<file path="src/hw/mac_consts.svh">
`ifndef MAC_CONSTS_SVH
`define MAC_CONSTS_SVH

// Frame layout on the wire
`define MAC_PREAMBLE_LEN  7
`define MAC_SFD           8'hD5

// Shorter payloads are zero padded up to this
`define MAC_MIN_PAYLOAD   46

// Reflected CRC-32 register left behind once a good FCS has been shifted in
`define MAC_FCS_RESIDUE   32'hDEBB20E3

// One transmit payload, in bytes
`define MAC_TX_FIFO_DEPTH 64

`endif
</file>
<file path="src/hw/mac_fsm_pkg.sv">
package mac_fsm_pkg;

  typedef enum logic [2:0] {
    rx_idle_s,
    rx_pre_s,
    rx_hdr_s,
    rx_pay_s,
    rx_drop_s
  } rx_state_t;

  typedef enum logic [3:0] {
    tx_idle_s,
    tx_pre_s,
    tx_dst_s,
    tx_src_s,
    tx_type_s,
    tx_pay_s,
    tx_pad_s,
    tx_fcs_s,
    tx_gap_s
  } tx_state_t;

endpackage

</file>
<file path="src/hw/eth_hdr_pkg.sv">
package eth_hdr_pkg;

  // Byte 5 goes out first
  typedef logic [5:0][7:0] mac_addr_t;

  typedef logic [1:0][7:0] ethertype_t; // High byte first

  // Wire order, first byte at the top
  typedef struct packed {
    mac_addr_t  dst;
    mac_addr_t  src;
    ethertype_t etype;
  } mac_hdr_t;

  localparam mac_addr_t mac_bcast = '1;

endpackage

</file>
<file path="src/hw/mac_top.sv">
`timescale 1ns/1ns
`include "mac_consts.svh"

module mac_top (
  input  logic                    clk,
  input  logic                    fsm_rst,
  input  eth_hdr_pkg::mac_addr_t  dev_mac,
  input  logic [7:0]              phy_rx_d,
  input  logic                    phy_rx_v,
  output logic [7:0]              phy_tx_d,
  output logic                    phy_tx_v,
  output logic [7:0]              rx_dat,
  output logic                    rx_val,
  output logic                    rx_sof,
  output logic                    rx_eof,
  output logic                    rx_err,
  output eth_hdr_pkg::mac_hdr_t   rx_hdr,
  output logic [15:0]             rx_len,
  input  logic [7:0]              tx_dat,
  input  logic                    tx_val,
  input  logic                    tx_avl,
  input  eth_hdr_pkg::mac_addr_t  tx_dst,
  input  eth_hdr_pkg::ethertype_t tx_type,
  output logic                    tx_rdy,
  output logic                    tx_busy
);

  logic       fifo_rd;
  logic [7:0] fifo_q;
  logic       fifo_empty;

  mac_rx u_rx (
    .clk     (clk),
    .fsm_rst (fsm_rst),
    .dev_mac (dev_mac),
    .phy_d   (phy_rx_d),
    .phy_v   (phy_rx_v),
    .dat     (rx_dat),
    .val     (rx_val),
    .sof     (rx_sof),
    .eof     (rx_eof),
    .err     (rx_err),
    .hdr     (rx_hdr),
    .len     (rx_len)
  );

  // Client writes the payload here before pulsing tx_avl
  mac_tx_fifo #(
    .DEPTH (`MAC_TX_FIFO_DEPTH)
  ) u_fifo (
    .clk     (clk),
    .fsm_rst (fsm_rst),
    .wr      (tx_val),
    .wd      (tx_dat),
    .rd      (fifo_rd),
    .q       (fifo_q),
    .empty   (fifo_empty),
    .count   ()
  );

  mac_tx u_tx (
    .clk        (clk),
    .fsm_rst    (fsm_rst),
    .dev_mac    (dev_mac),
    .avl        (tx_avl),
    .dst        (tx_dst),
    .etype      (tx_type),
    .rdy        (tx_rdy),
    .busy       (tx_busy),
    .fifo_rd    (fifo_rd),
    .fifo_q     (fifo_q),
    .fifo_empty (fifo_empty),
    .phy_d      (phy_tx_d),
    .phy_v      (phy_tx_v)
  );

endmodule

</file>
<file path="src/hw/mac_tx.sv">
`timescale 1ns/1ns
`include "mac_consts.svh"

module mac_tx (
  input  logic                    clk,
  input  logic                    fsm_rst,
  input  eth_hdr_pkg::mac_addr_t  dev_mac,
  input  logic                    avl,
  input  eth_hdr_pkg::mac_addr_t  dst,
  input  eth_hdr_pkg::ethertype_t etype,
  output logic                    rdy,
  output logic                    busy,
  output logic                    fifo_rd,
  input  logic [7:0]              fifo_q,
  input  logic                    fifo_empty,
  output logic [7:0]              phy_d,
  output logic                    phy_v
);

  mac_fsm_pkg::tx_state_t state;
  eth_hdr_pkg::mac_hdr_t  hdr_q;
  logic [3:0]  cnt;
  logic [6:0]  pay_cnt;       // Payload bytes out so far, padding included
  logic [7:0]  nxt_d;
  logic [31:0] crc;
  logic [31:0] fcs;
  logic        crc_v;
  logic        pad_done;

  assign fcs      = ~crc;
  assign pad_done = (pay_cnt >= 7'(`MAC_MIN_PAYLOAD - 1));
  assign crc_v    = state inside {mac_fsm_pkg::tx_dst_s, mac_fsm_pkg::tx_src_s,
                                  mac_fsm_pkg::tx_type_s, mac_fsm_pkg::tx_pay_s,
                                  mac_fsm_pkg::tx_pad_s};
  // Pop one cycle ahead so fifo_q is ready when the byte is loaded
  assign fifo_rd  = !fifo_empty &&
                    ((state == mac_fsm_pkg::tx_type_s && cnt == 4'd1) ||
                     state == mac_fsm_pkg::tx_pay_s);

  crc32 u_crc (
    .clk     (clk),
    .fsm_rst (fsm_rst),
    .clr     (state == mac_fsm_pkg::tx_pre_s),
    .d       (nxt_d),
    .v       (crc_v),
    .crc     (crc),
    .ok      ()
  );

  // Byte loaded into phy_d at the next edge
  always_comb begin
    nxt_d = 8'h00;
    case (state)
      mac_fsm_pkg::tx_pre_s: nxt_d = (cnt == 4'(`MAC_PREAMBLE_LEN)) ? `MAC_SFD : 8'h55;
      mac_fsm_pkg::tx_dst_s: nxt_d = hdr_q.dst[3'd5 - cnt[2:0]];
      mac_fsm_pkg::tx_src_s: nxt_d = hdr_q.src[3'd5 - cnt[2:0]];
      mac_fsm_pkg::tx_type_s: nxt_d = hdr_q.etype[~cnt[0]];
      mac_fsm_pkg::tx_pay_s: nxt_d = fifo_q;
      mac_fsm_pkg::tx_fcs_s: nxt_d = fcs[{cnt[1:0], 3'b000} +: 8]; // LSB first
      default: nxt_d = 8'h00;
    endcase
  end

  always_ff @(posedge clk) begin
    if (fsm_rst) begin
      state   <= mac_fsm_pkg::tx_idle_s;
      cnt     <= '0;
      pay_cnt <= '0;
      rdy     <= 1'b0;
      busy    <= 1'b0;
      phy_v   <= 1'b0;
    end else begin
      rdy   <= 1'b0;
      phy_v <= (state != mac_fsm_pkg::tx_idle_s) && (state != mac_fsm_pkg::tx_gap_s);
      cnt   <= cnt + 1'b1;
      case (state)
        mac_fsm_pkg::tx_idle_s: begin
          cnt     <= '0;
          pay_cnt <= '0;
          if (avl) begin
            state <= mac_fsm_pkg::tx_pre_s;
            rdy   <= 1'b1;
            busy  <= 1'b1;
          end
        end
        mac_fsm_pkg::tx_pre_s: if (cnt == 4'(`MAC_PREAMBLE_LEN)) begin
          state <= mac_fsm_pkg::tx_dst_s;
          cnt   <= '0;
        end
        mac_fsm_pkg::tx_dst_s: if (cnt == 4'd5) begin
          state <= mac_fsm_pkg::tx_src_s;
          cnt   <= '0;
        end
        mac_fsm_pkg::tx_src_s: if (cnt == 4'd5) begin
          state <= mac_fsm_pkg::tx_type_s;
          cnt   <= '0;
        end
        mac_fsm_pkg::tx_type_s: if (cnt == 4'd1) begin
          state <= fifo_rd ? mac_fsm_pkg::tx_pay_s : mac_fsm_pkg::tx_pad_s;
          cnt   <= '0;
        end
        mac_fsm_pkg::tx_pay_s: begin
          cnt     <= '0;
          pay_cnt <= pay_cnt + 1'b1;
          if (!fifo_rd) state <= pad_done ? mac_fsm_pkg::tx_fcs_s : mac_fsm_pkg::tx_pad_s;
        end
        mac_fsm_pkg::tx_pad_s: begin
          cnt     <= '0;
          pay_cnt <= pay_cnt + 1'b1;
          if (pad_done) state <= mac_fsm_pkg::tx_fcs_s;
        end
        mac_fsm_pkg::tx_fcs_s: if (cnt == 4'd3) begin
          state <= mac_fsm_pkg::tx_gap_s;
          cnt   <= '0;
        end
        mac_fsm_pkg::tx_gap_s: if (cnt == 4'd12) begin // Interframe gap
          state <= mac_fsm_pkg::tx_idle_s;
          busy  <= 1'b0;
        end
        default: state <= mac_fsm_pkg::tx_idle_s;
      endcase
    end
  end

  always_ff @(posedge clk) begin
    phy_d <= nxt_d;
    if (state == mac_fsm_pkg::tx_idle_s && avl) begin
      hdr_q.dst   <= dst;
      hdr_q.src   <= dev_mac;
      hdr_q.etype <= etype;
    end
  end

  a_no_gap: assert property (@(posedge clk) disable iff (fsm_rst)
    phy_v && state != mac_fsm_pkg::tx_gap_s |=> phy_v);
  a_busy_frame: assert property (@(posedge clk) disable iff (fsm_rst) phy_v |-> busy);

endmodule

</file>
<file path="src/hw/mac_rx.sv">
`timescale 1ns/1ns
`include "mac_consts.svh"

module mac_rx (
  input  logic                   clk,
  input  logic                   fsm_rst,
  input  eth_hdr_pkg::mac_addr_t dev_mac,
  input  logic [7:0]             phy_d,
  input  logic                   phy_v,
  output logic [7:0]             dat,
  output logic                   val,
  output logic                   sof,
  output logic                   eof,
  output logic                   err,
  output eth_hdr_pkg::mac_hdr_t  hdr,
  output logic [15:0]            len
);

  mac_fsm_pkg::rx_state_t state;
  logic [3:0]      cnt;      // Header byte index
  logic [15:0]     pcnt;     // Bytes after the header, FCS included
  logic [111:0]    hdr_sr;
  logic [3:0][7:0] dl;       // Holds the last four bytes back so the FCS never leaves
  logic [3:0]      eof_dly;
  logic            sfd;
  logic            crc_v;
  logic            crc_ok;
  logic            dst_hit;
  logic            frame_end;

  assign sfd       = phy_v && (phy_d == `MAC_SFD) && (state == mac_fsm_pkg::rx_pre_s);
  assign crc_v     = phy_v && (state == mac_fsm_pkg::rx_hdr_s || state == mac_fsm_pkg::rx_pay_s);
  assign frame_end = !phy_v && (state == mac_fsm_pkg::rx_pay_s);
  // Destination sits in the low six bytes once cnt reaches 6
  assign dst_hit   = (hdr_sr[47:0] == dev_mac) || (hdr_sr[47:0] == eth_hdr_pkg::mac_bcast);

  crc32 u_crc (
    .clk     (clk),
    .fsm_rst (fsm_rst),
    .clr     (sfd),
    .d       (phy_d),
    .v       (crc_v),
    .crc     (),
    .ok      (crc_ok)
  );

  always_ff @(posedge clk) begin
    if (fsm_rst) begin
      state   <= mac_fsm_pkg::rx_idle_s;
      cnt     <= '0;
      pcnt    <= '0;
      val     <= 1'b0;
      sof     <= 1'b0;
      eof     <= 1'b0;
      eof_dly <= '0;
    end else begin
      val     <= 1'b0;
      sof     <= 1'b0;
      eof_dly <= {eof_dly[2:0], frame_end};
      eof     <= eof_dly[3];
      case (state)
        mac_fsm_pkg::rx_idle_s: if (phy_v) state <= mac_fsm_pkg::rx_pre_s;
        mac_fsm_pkg::rx_pre_s: begin
          cnt <= '0;
          if (!phy_v) state <= mac_fsm_pkg::rx_idle_s;
          else if (sfd) state <= mac_fsm_pkg::rx_hdr_s;
        end
        mac_fsm_pkg::rx_hdr_s: begin
          cnt  <= cnt + 1'b1;
          pcnt <= '0;
          if (!phy_v) state <= mac_fsm_pkg::rx_idle_s; // Runt
          else if (cnt == 4'd6 && !dst_hit) state <= mac_fsm_pkg::rx_drop_s;
          else if (cnt == 4'd13) state <= mac_fsm_pkg::rx_pay_s;
        end
        mac_fsm_pkg::rx_pay_s: begin
          if (phy_v) begin
            pcnt <= pcnt + 1'b1;
            val  <= (pcnt >= 16'd4);
            sof  <= (pcnt == 16'd4);
          end else begin
            state <= mac_fsm_pkg::rx_idle_s;
          end
        end
        mac_fsm_pkg::rx_drop_s: if (!phy_v) state <= mac_fsm_pkg::rx_idle_s;
        default: state <= mac_fsm_pkg::rx_idle_s;
      endcase
    end
  end

  always_ff @(posedge clk) begin
    if (phy_v) dl <= {dl[2:0], phy_d};
    if (phy_v && state == mac_fsm_pkg::rx_hdr_s) hdr_sr <= {hdr_sr[103:0], phy_d};
    if (sfd) len <= '0;
    if (phy_v && state == mac_fsm_pkg::rx_pay_s && pcnt >= 16'd4) begin
      dat <= dl[3];
      len <= len + 1'b1;
      if (pcnt == 16'd4) hdr <= hdr_sr;
    end
    // 64 bytes after the SFD is 14 header + 46 payload + 4 FCS
    if (frame_end) err <= !crc_ok || (pcnt < 16'(`MAC_MIN_PAYLOAD + 4));
  end

  a_sof_eof: assert property (@(posedge clk) disable iff (fsm_rst) !(sof && eof));
  a_val_idle: assert property (@(posedge clk) disable iff (fsm_rst)
    state == mac_fsm_pkg::rx_idle_s |-> !val);

endmodule

</file>
<file path="src/hw/mac_tx_fifo.sv">
`timescale 1ns/1ns

module mac_tx_fifo #(
  parameter int DEPTH = 64
) (
  input  logic       clk,
  input  logic       fsm_rst,
  input  logic       wr,
  input  logic [7:0] wd,
  input  logic       rd,
  output logic [7:0] q,
  output logic       empty,
  output logic [6:0] count
);

  localparam int AW = $clog2(DEPTH);

  logic [7:0]  mem [DEPTH];
  logic [AW:0] wp;            // Extra bit tells full from empty
  logic [AW:0] rp;
  logic [AW:0] diff;
  logic        full;

  assign diff  = wp - rp;
  assign count = 7'(diff);
  assign empty = (wp == rp);
  assign full  = (diff == (AW+1)'(DEPTH));

  always_ff @(posedge clk) begin
    if (fsm_rst) begin
      wp <= '0;
      rp <= '0;
    end else begin
      if (wr && !full) wp <= wp + 1'b1;
      if (rd && !empty) rp <= rp + 1'b1;
    end
  end

  always_ff @(posedge clk) begin
    if (wr && !full) mem[wp[AW-1:0]] <= wd;
    if (rd && !empty) q <= mem[rp[AW-1:0]]; // Data one cycle after the pop
  end

  a_no_overflow: assert property (@(posedge clk) disable iff (fsm_rst) wr |-> !full);
  a_no_underflow: assert property (@(posedge clk) disable iff (fsm_rst) rd |-> !empty);

endmodule

</file>
<file path="src/hw/crc32.sv">
`timescale 1ns/1ns
`include "mac_consts.svh"

module crc32 (
  input  logic        clk,
  input  logic        fsm_rst,
  input  logic        clr,
  input  logic [7:0]  d,
  input  logic        v,
  output logic [31:0] crc,
  output logic        ok
);

  // One byte through the reflected polynomial, LSB first
  function automatic logic [31:0] crc_byte(input logic [31:0] c, input logic [7:0] b);
    logic [31:0] r;
    r = c ^ {24'h0, b};
    for (int i = 0; i < 8; i++) begin
      r = r[0] ? ((r >> 1) ^ 32'hEDB88320) : (r >> 1);
    end
    return r;
  endfunction

  always_ff @(posedge clk) begin
    if (fsm_rst || clr) begin
      crc <= '1;
    end else if (v) begin
      crc <= crc_byte(crc, d);
    end
  end

  assign ok = (crc == `MAC_FCS_RESIDUE);

endmodule

</file>
<file path="config.mk">
export PLATFORM = sky130hd
export DESIGN_NAME = mac_top
export DESIGN_NICKNAME = d
export VERILOG_FILES = /design/src/hw/mac_fsm_pkg.sv /design/src/hw/eth_hdr_pkg.sv /design/src/hw/mac_top.sv /design/src/hw/mac_tx.sv /design/src/hw/mac_rx.sv /design/src/hw/mac_tx_fifo.sv /design/src/hw/crc32.sv
export VERILOG_INCLUDE_DIRS = /design/src /design/src/hw
export SDC_FILE = /design/constraint.sdc
export NUM_CORES = 1
export LEC_CHECK = 0
export BUFFER_PORTS_ARGS = -buffer_cell sky130_fd_sc_hd__clkbuf_2
export CORE_AREA = 2 2 293 295
export DETAILED_ROUTE_END_ITERATION = 8
export DIE_AREA = 0 0 295 297
export HOLD_SLACK_MARGIN = 0.02
export PLACE_DENSITY = 0.64
export RECOVER_POWER = 50
export SETUP_SLACK_MARGIN = 0.2
export SLEW_MARGIN = 20
export SYNTH_ARGS = -nofsm -noshare
export SYNTH_HDL_FRONTEND = slang
export SYNTH_HIERARCHICAL = 1
export SYNTH_SLANG_ARGS = --single-unit
</file>
<file path="constraint.sdc">
create_clock -name clk -period 16.6 [get_ports clk]
set_input_delay 1.66 -clock clk [delete_from_list [all_inputs] [get_ports clk]]
set_output_delay 1.66 -clock clk [all_outputs]
set_load 0.02 [all_outputs]
</file>
==> results by group, run 1 <==
Place
  • Area after DPL: 44,800 µm²
  • Gpl congestion: just under 0.9
  • IO Port Bufs: between 200 and 300
  • HPWL after detailed placement: slightly above 60,000 µm
  • Placed cell count: about 3,800

Global routing
  • Largest net degree at the start of global routing: just over 80
  • Grt met3 use: under 10%
  • Vias in the first global route: 23,000
  • Most used routing layer: met2
  • Global-route wire length before repair: between 100,000 and 150,000 µm
  • GRT met2 Usage: between 30% and 40%
  • GRT Residual Overflow: 0
  • Initial antenna violation count: 0
  • Routing usage on met1: just under 30%
  • Global-route usage over all layers: ~22%

Yosys
  • Number of synthesis warnings: 6
  • Syn Nets: between 2,000 and 3,000
  • Avg Inst Size Synth: 17.2 µm²
  • Cell Area, Synth: 41,800 µm²
  • Syn Inst Count: between 2,000 and 2,500

Power and ir drop
  • Pleak: about 16 nW
  • Tot Pwr: ~6.6 mW
  • PwrDens: 137 nW/µm²
  • Peak VDD IR: around 0.00013 V

Clock network
  • Cts bufs inserted: 105
  • Max clock buf depth: 3
  • Root Buffer: clkbuf_16
  • Post-CTS setup buffer count: 0
  • H-tree Lvls: 3
  • Post-CTS sizing: 0
  • Hold_buf cts: 0
  • Clk sink count: roughly 1,000
  • TritonCTS clock tree: built
  • Clk pin slew, worst setup/hold paths: about 0.06 ns
  • Clock latency on the worst-skew pair: 0.70 ns

Route
  • WL/cell: 23.5 µm
  • Number of DRC markers in iteration 0: 2,163
  • Drt total wl: ~95,000 µm
  • Final ANT Viol Nets: 0
  • Vias per std cell: 5.67
  • DRT Pass-1 Iters: 7
  • DR DRC count: 0
  • Vias: approximately 23,000

Floorplanning
  • Std cell rows: approximately 110
  • Initial Utilization: between 40 and 50%
  • Die Span X: between 200 and 300 µm
  • Core Footprint: approximately 84,000 µm²
  • DIE AREA: 87,600 µm²
  • Die Ht: just under 300 µm
  • I/O pin cnt: between 200 and 300

Layout
  • Share of cells above drive strength 1: a little under a quarter
  • Finished Cell Area: between 40,000 and 50,000 µm²
  • Area delta synth->final: 15.3%
  • Nets: between 2,000 and 3,000
  • Non-Filler Instances: approximately 4,000

Critical path
  • Worst Path Arrival: about 7 ns
  • Worst Path Required: between 15 and 20 ns
  • Critical Path Source Type: flip-flop
  • CP Capture Type: flip-flop
  • Crit path kind: reg2reg
  • Critical-path maximum fanout: 28

Timing
  • Worst-Margin Slew: roughly 4.2 ns
  • Hold slack: between 0.4 and 0.5 ns
  • Fmax: 0.156 GHz
  • Fin. max-slew vios: around 770
  • Clock period minus final worst setup slack: between 6 and 7 ns
  • Setup_tns: 0 ns
  • Final cycle utilization of the critical path: slightly below 40%
  • Unrepaired setup endpoints after global routing: no
  • Final setup fails: 0
  • Max-slew headroom: -182%
  • Layout Skew: 0.0619 ns
  • Fin. Hold Viols: 0

Status
  • Status: finished with violations
  • Failing checks: max-capacitance violations, max-slew violations

Flow run
  • MaxCap Viol Count: 14

Min path
  • Hold Crit Class: reg2reg
## stage by stage
stage	util [%]	setup WS [ns]
after floorplan	-	9.12
after global placement	53.0	11.44
after detailed placement	53.0	11.29
after CTS	57.3	12.01
after global routing	57.1	9.61
final	57.1	10.17
## registers in the layout, indices dropped and copies added, names as in the netlist, 7 cells and up
name / flops
u_rx/hdr_sr: 112
u_fifo/rp: 7
u_fifo/wp: 7
u_fifo/mem: 512
u_tx/pay_cnt: 7
u_tx/phy_d: 8
u_rx/hdr: 112
u_fifo/q: 8
u_rx/u_crc/crc: 32
u_rx/pcnt: 16
u_tx/hdr_q: 112
u_rx/dat: 8
u_tx/u_crc/crc: 32
u_rx/dl: 32
u_rx/len: 16
## final timing paths
kind,startpoint,to,slack (ns),depth (start not counted)
worst max-delay path,u_tx/cnt[0],u_tx/u_crc/crc[26],10.17,10
worst min-delay path,u_rx/dl[23],u_rx/dl[31],0.42,0
worst max register to register,u_tx/cnt[0],u_tx/u_crc/crc[26],10.17,10
worst min register to register,u_rx/dl[23],u_rx/dl[31],0.42,0
## metal layers
| layer | wire length, µm | share of wire (%) |
|---|---|---|
| met1 | 39500 | 42 |
| met2 | 46700 | 49 |
| met3 | 6220 | 6.6 |
| met4 | 2310 | 2.4 |
| met5 | 0 | 0 |
## power breakdown
part / internal, mW / switching (mW) / leakage [nW]
sequential: 3.01 / 0.0845 / 9.35
combinational: 0.497 / 0.598 / 4.64
clock: 1.39 / 1.02 / 1.72
total: 4.90 / 1.70 / 15.7
## critical path, stage by stage (launching register included)
cell	delay (ns)
dfxtp_1	1.42
clkbuf_1	1.66
mux4_2	0.48
nor2_1	0.04
a2111oi_0	0.64
nand3_1	0.31
xor2_2	0.43
xnor2_2	0.25
xnor3_1	0.53
or4_1	0.42
o311a_1	0.14
## final cells by class
cell class	count	area, µm²
well taps	1144	1430
fillers	6405	36300
inverters	30	115
clock inverters	65	828
repair buffers	372	1920
diodes	1	2.50
flip-flops and latches	1047	30100
multi-input cells	1238	11000
clock buffers	129	2770
## layout by cell type, fill, tap and decap left out, types with 90 or more instances in the layout
| cell | count |
|---|---|
| clkbuf_1 | 128 |
| edfxtp_1 | 913 |
| clkbuf_2 | 186 |
| nor2_1 | 175 |
| xnor2_1 | 147 |
| o21ai_0 | 90 |
| nand2_1 | 130 |
| mux4_2 | 178 |
| clkbuf_16 | 105 |
| dfxtp_1 | 131 |
Note: power is estimated with default switching activity, not from simulation.
==> run 2, diff against run 1 <==
Settings changed: PLACE_DENSITY 0.64 to 0.67.
Clock period 16.6 ns to 5.8 ns, I/O delays scaled along.
==> run 2 against run 1 <==
Compared with the run above: the flow still finishes with violations (max-capacitance violations, max-slew violations); hold slack worse by 0.32 ns; power rose to 2.8 times the previous value; critical path depth increased by 1; final cell count decreased by 0.12%; global-route usage rose by 0.35 points; sequential share of layout area grew 0.24 points; clock skew shrank 0.032 ns; count of clock-buffer cells in the layout increased by 9; register-to-register slack got worse by 8.6 ns; setup slack lost 8.6 ns; largest power group unchanged.
==> results by group, run 2 (same netlist as run 1, synthesis figures left out) <==
Timing
  • Final cycle utilization of the critical path: 73.7% (+35 points)
  • Fin. max-slew vios: 597 (-23%)
  • Worst-Margin Slew: 3.63 ns (-0.605 ns)
  • Final setup fails: 0 (unchanged)
  • Setup_tns: 0 ns (unchanged)
  • Layout Skew: 0.0297 ns (-0.0322 ns)
  • Clock period minus final worst setup slack: 4.27 ns (-2.16 ns)
  • Max-slew headroom: -142% (+40 points)
  • Unrepaired setup endpoints after global routing: no
  • Fmax: 0.234 GHz (+50%)
  • Fin. Hold Viols: 0 (unchanged)

Clock network
  • Root Buffer: clkbuf_16
  • Post-CTS setup buffer count: 0 (unchanged)
  • Cts bufs inserted: 101 (-3.8%)
  • Post-CTS sizing: 0 (unchanged)
  • Clock latency on the worst-skew pair: 0.66 ns (-0.04 ns)
  • H-tree Lvls: 3 (unchanged)
  • Hold_buf cts: 0 (unchanged)
  • Max clock buf depth: 3 (unchanged)
  • TritonCTS clock tree: built
  • Clk sink count: 1,047 (unchanged)
  • Clk pin slew, worst setup/hold paths: 0.06 ns (about the same)

Power and ir drop
  • Pleak: 15.5 nW (-1.5%)
  • Peak VDD IR: 0.000310 V (+140%)
  • PwrDens: 388 nW/µm² (+180%)

Route
  • WL/cell: 24.0 µm (+2.0%)
  • DR DRC count: 0 (unchanged)
  • DRT Pass-1 Iters: 5 (-2)
  • Drt total wl: 96,500 µm (+1.8%)
  • Final ANT Viol Nets: 0 (unchanged)
  • Vias per std cell: 5.74 (+1.3%)
  • Vias: 23,100 (+1.2%)
  • Number of DRC markers in iteration 0: 2,410 (+11%)

Critical path
  • Worst Path Required: 6.18 ns (-10.99 ns)
  • Critical-path maximum fanout: 37 (+32%)
  • R2r setup slk: 1.53 ns (-8.64 ns)
  • Critical Path Source Type: flip-flop
  • Worst Path Arrival: 4.66 ns (-2.34 ns)
  • Crit path kind: reg2reg
  • CP Capture Type: flip-flop

Place
  • Placed cell count: 3,833 (+0.052%)
  • HPWL after detailed placement: 62,900 µm (+2.5%)
  • IO Port Bufs: 283 (unchanged)
  • Gpl congestion: 0.900 (+3.2%)

Floorplanning
  • Initial Utilization: 49.5% (unchanged)
  • Die Span X: 295 µm (unchanged)
  • Core Footprint: 84,500 µm² (unchanged)
  • I/O pin cnt: 284 (unchanged)
  • Die Ht: 297 µm (unchanged)
  • Std cell rows: 107 (unchanged)
  • DIE AREA: 87,600 µm² (unchanged)

Layout
  • Share of cells above drive strength 1: 20.1% (-2.4 points)
  • Commonest non-fill, non-tap cell in the layout: edfxtp_1
  • Layout fillers: 6,377 (-0.44%)
  • Nets: 2,946 (-0.068%)
  • Commonest cells after routing, fill and taps aside: 913 x edfxtp_1, 204 x clkbuf_1, 178 x mux4_2
  • Area delta synth->final: 14.9%
  • Max reg flops: 512 (unchanged)
  • Non-Filler Instances: 4,021 (-0.12%)

Min path
  • Hold Crit Class: in2reg

Global routing
  • GRT Residual Overflow: 0 (unchanged)
  • Global-route wire length before repair: 145,000 µm (+1.7%)
  • Largest net degree at the start of global routing: 97 (+17%)
  • Global-route usage over all layers: 21.9% (+0.35 points)
  • Vias in the first global route: 23,400 (+1.7%)
  • Initial antenna violation count: 2 (+2)

Flow run
  • MaxCap Viol Count: 10 (-4)

Status
  • Failing checks: max-capacitance violations, max-slew violations
  • Status: finished with violations
## run 2: cell types whose count changed in the layout (fill, tap and decap cells not counted), sizes merged
| cell | before | now |
|---|---|---|
| bufinv | 12 | 8 |
| clkinv | 44 | 34 |
| clkinvlp | 7 | 6 |
| clkbuf | 424 | 427 |
| buf | 77 | 85 |
| inv | 32 | 31 |
## run 2: metrics by stage
stage	util [%]	setup slack, ns	hold slack (ns)	instance area, µm²	power (mW)
2_1_floorplan	-	1.20	0.400	41800	11.4
3_3_place_gp	53.1	1.69	0.401	44900	12.1
3_5_place_dp	53.1	1.53	0.405	44900	12.2
4_1_cts	57.2	1.52	0.0554	48300	18.8
5_1_grt	56.9	1.16	0.0647	48000	19.4
6_report	56.9	1.53	0.0928	48000	18.6
## run 2: path summary, 6_finish.rpt
| path | start | cells past startpoint | end |
|---|---|---|---|
| worst max register to register | u_fifo/rp[0] | 11 | u_fifo/mem[41][0] |
| worst min register to register | u_rx/dl[14] | 0 | u_rx/dl[22] |
| worst max-delay path | u_fifo/rp[0] | 11 | u_fifo/mem[41][0] |
| worst min-delay path | tx_dst[15] | 1 | u_tx/hdr_q[79] |
## run 2: per-layer routing
metal | track usage, % | wire length [µm] | part of all wire (%) | vias up
met3 | 3.69 | 6940 | 7.2 | 159
met5 | 0 | 13 | 0.013 | -
met2 | 36.2 | 47600 | 49 | 1014
met1 | 29.8 | 39300 | 41 | 11700
met4 | 6.61 | 2680 | 2.8 | 2
li1 | - | - | - | 10200
## run 2: worst max-delay path, cell delays in order (launching register included)
cell	delay (ns)
dfxtp_4	0.86
ha_1	0.32
inv_1	0.07
fa_1	0.42
a211oi_2	0.27
nor3_2	0.09
mux2i_1	0.14
o21bai_2	0.35
nor2_4	0.17
buf_4	0.25
nor4_1	0.79
buf_4	0.27
## run 2: cell type report
class,instances,area (µm²),share of cell area (%)
Tap cell,1144,1430,2.98
Clock inverter,49,533,1.11
Multi-Input combinational cell,1238,11100,23.0
Inverter,30,115,0.240
Timing Repair Buffer,374,1890,3.94
Antenna cell,1,2.50,0.00521
Sequential cell,1047,30100,62.7
Clock buffer,138,2890,6.02
## run 2: power breakdown
| group | internal, mW | total [mW] | switching (mW) |
|---|---|---|---|
| clock network | 3.86 | 6.63 | 2.77 |
| logic | 1.42 | 3.15 | 1.73 |
| registers | 8.59 | 8.86 | 0.268 |
| total | 13.9 | 18.6 | 4.77 |
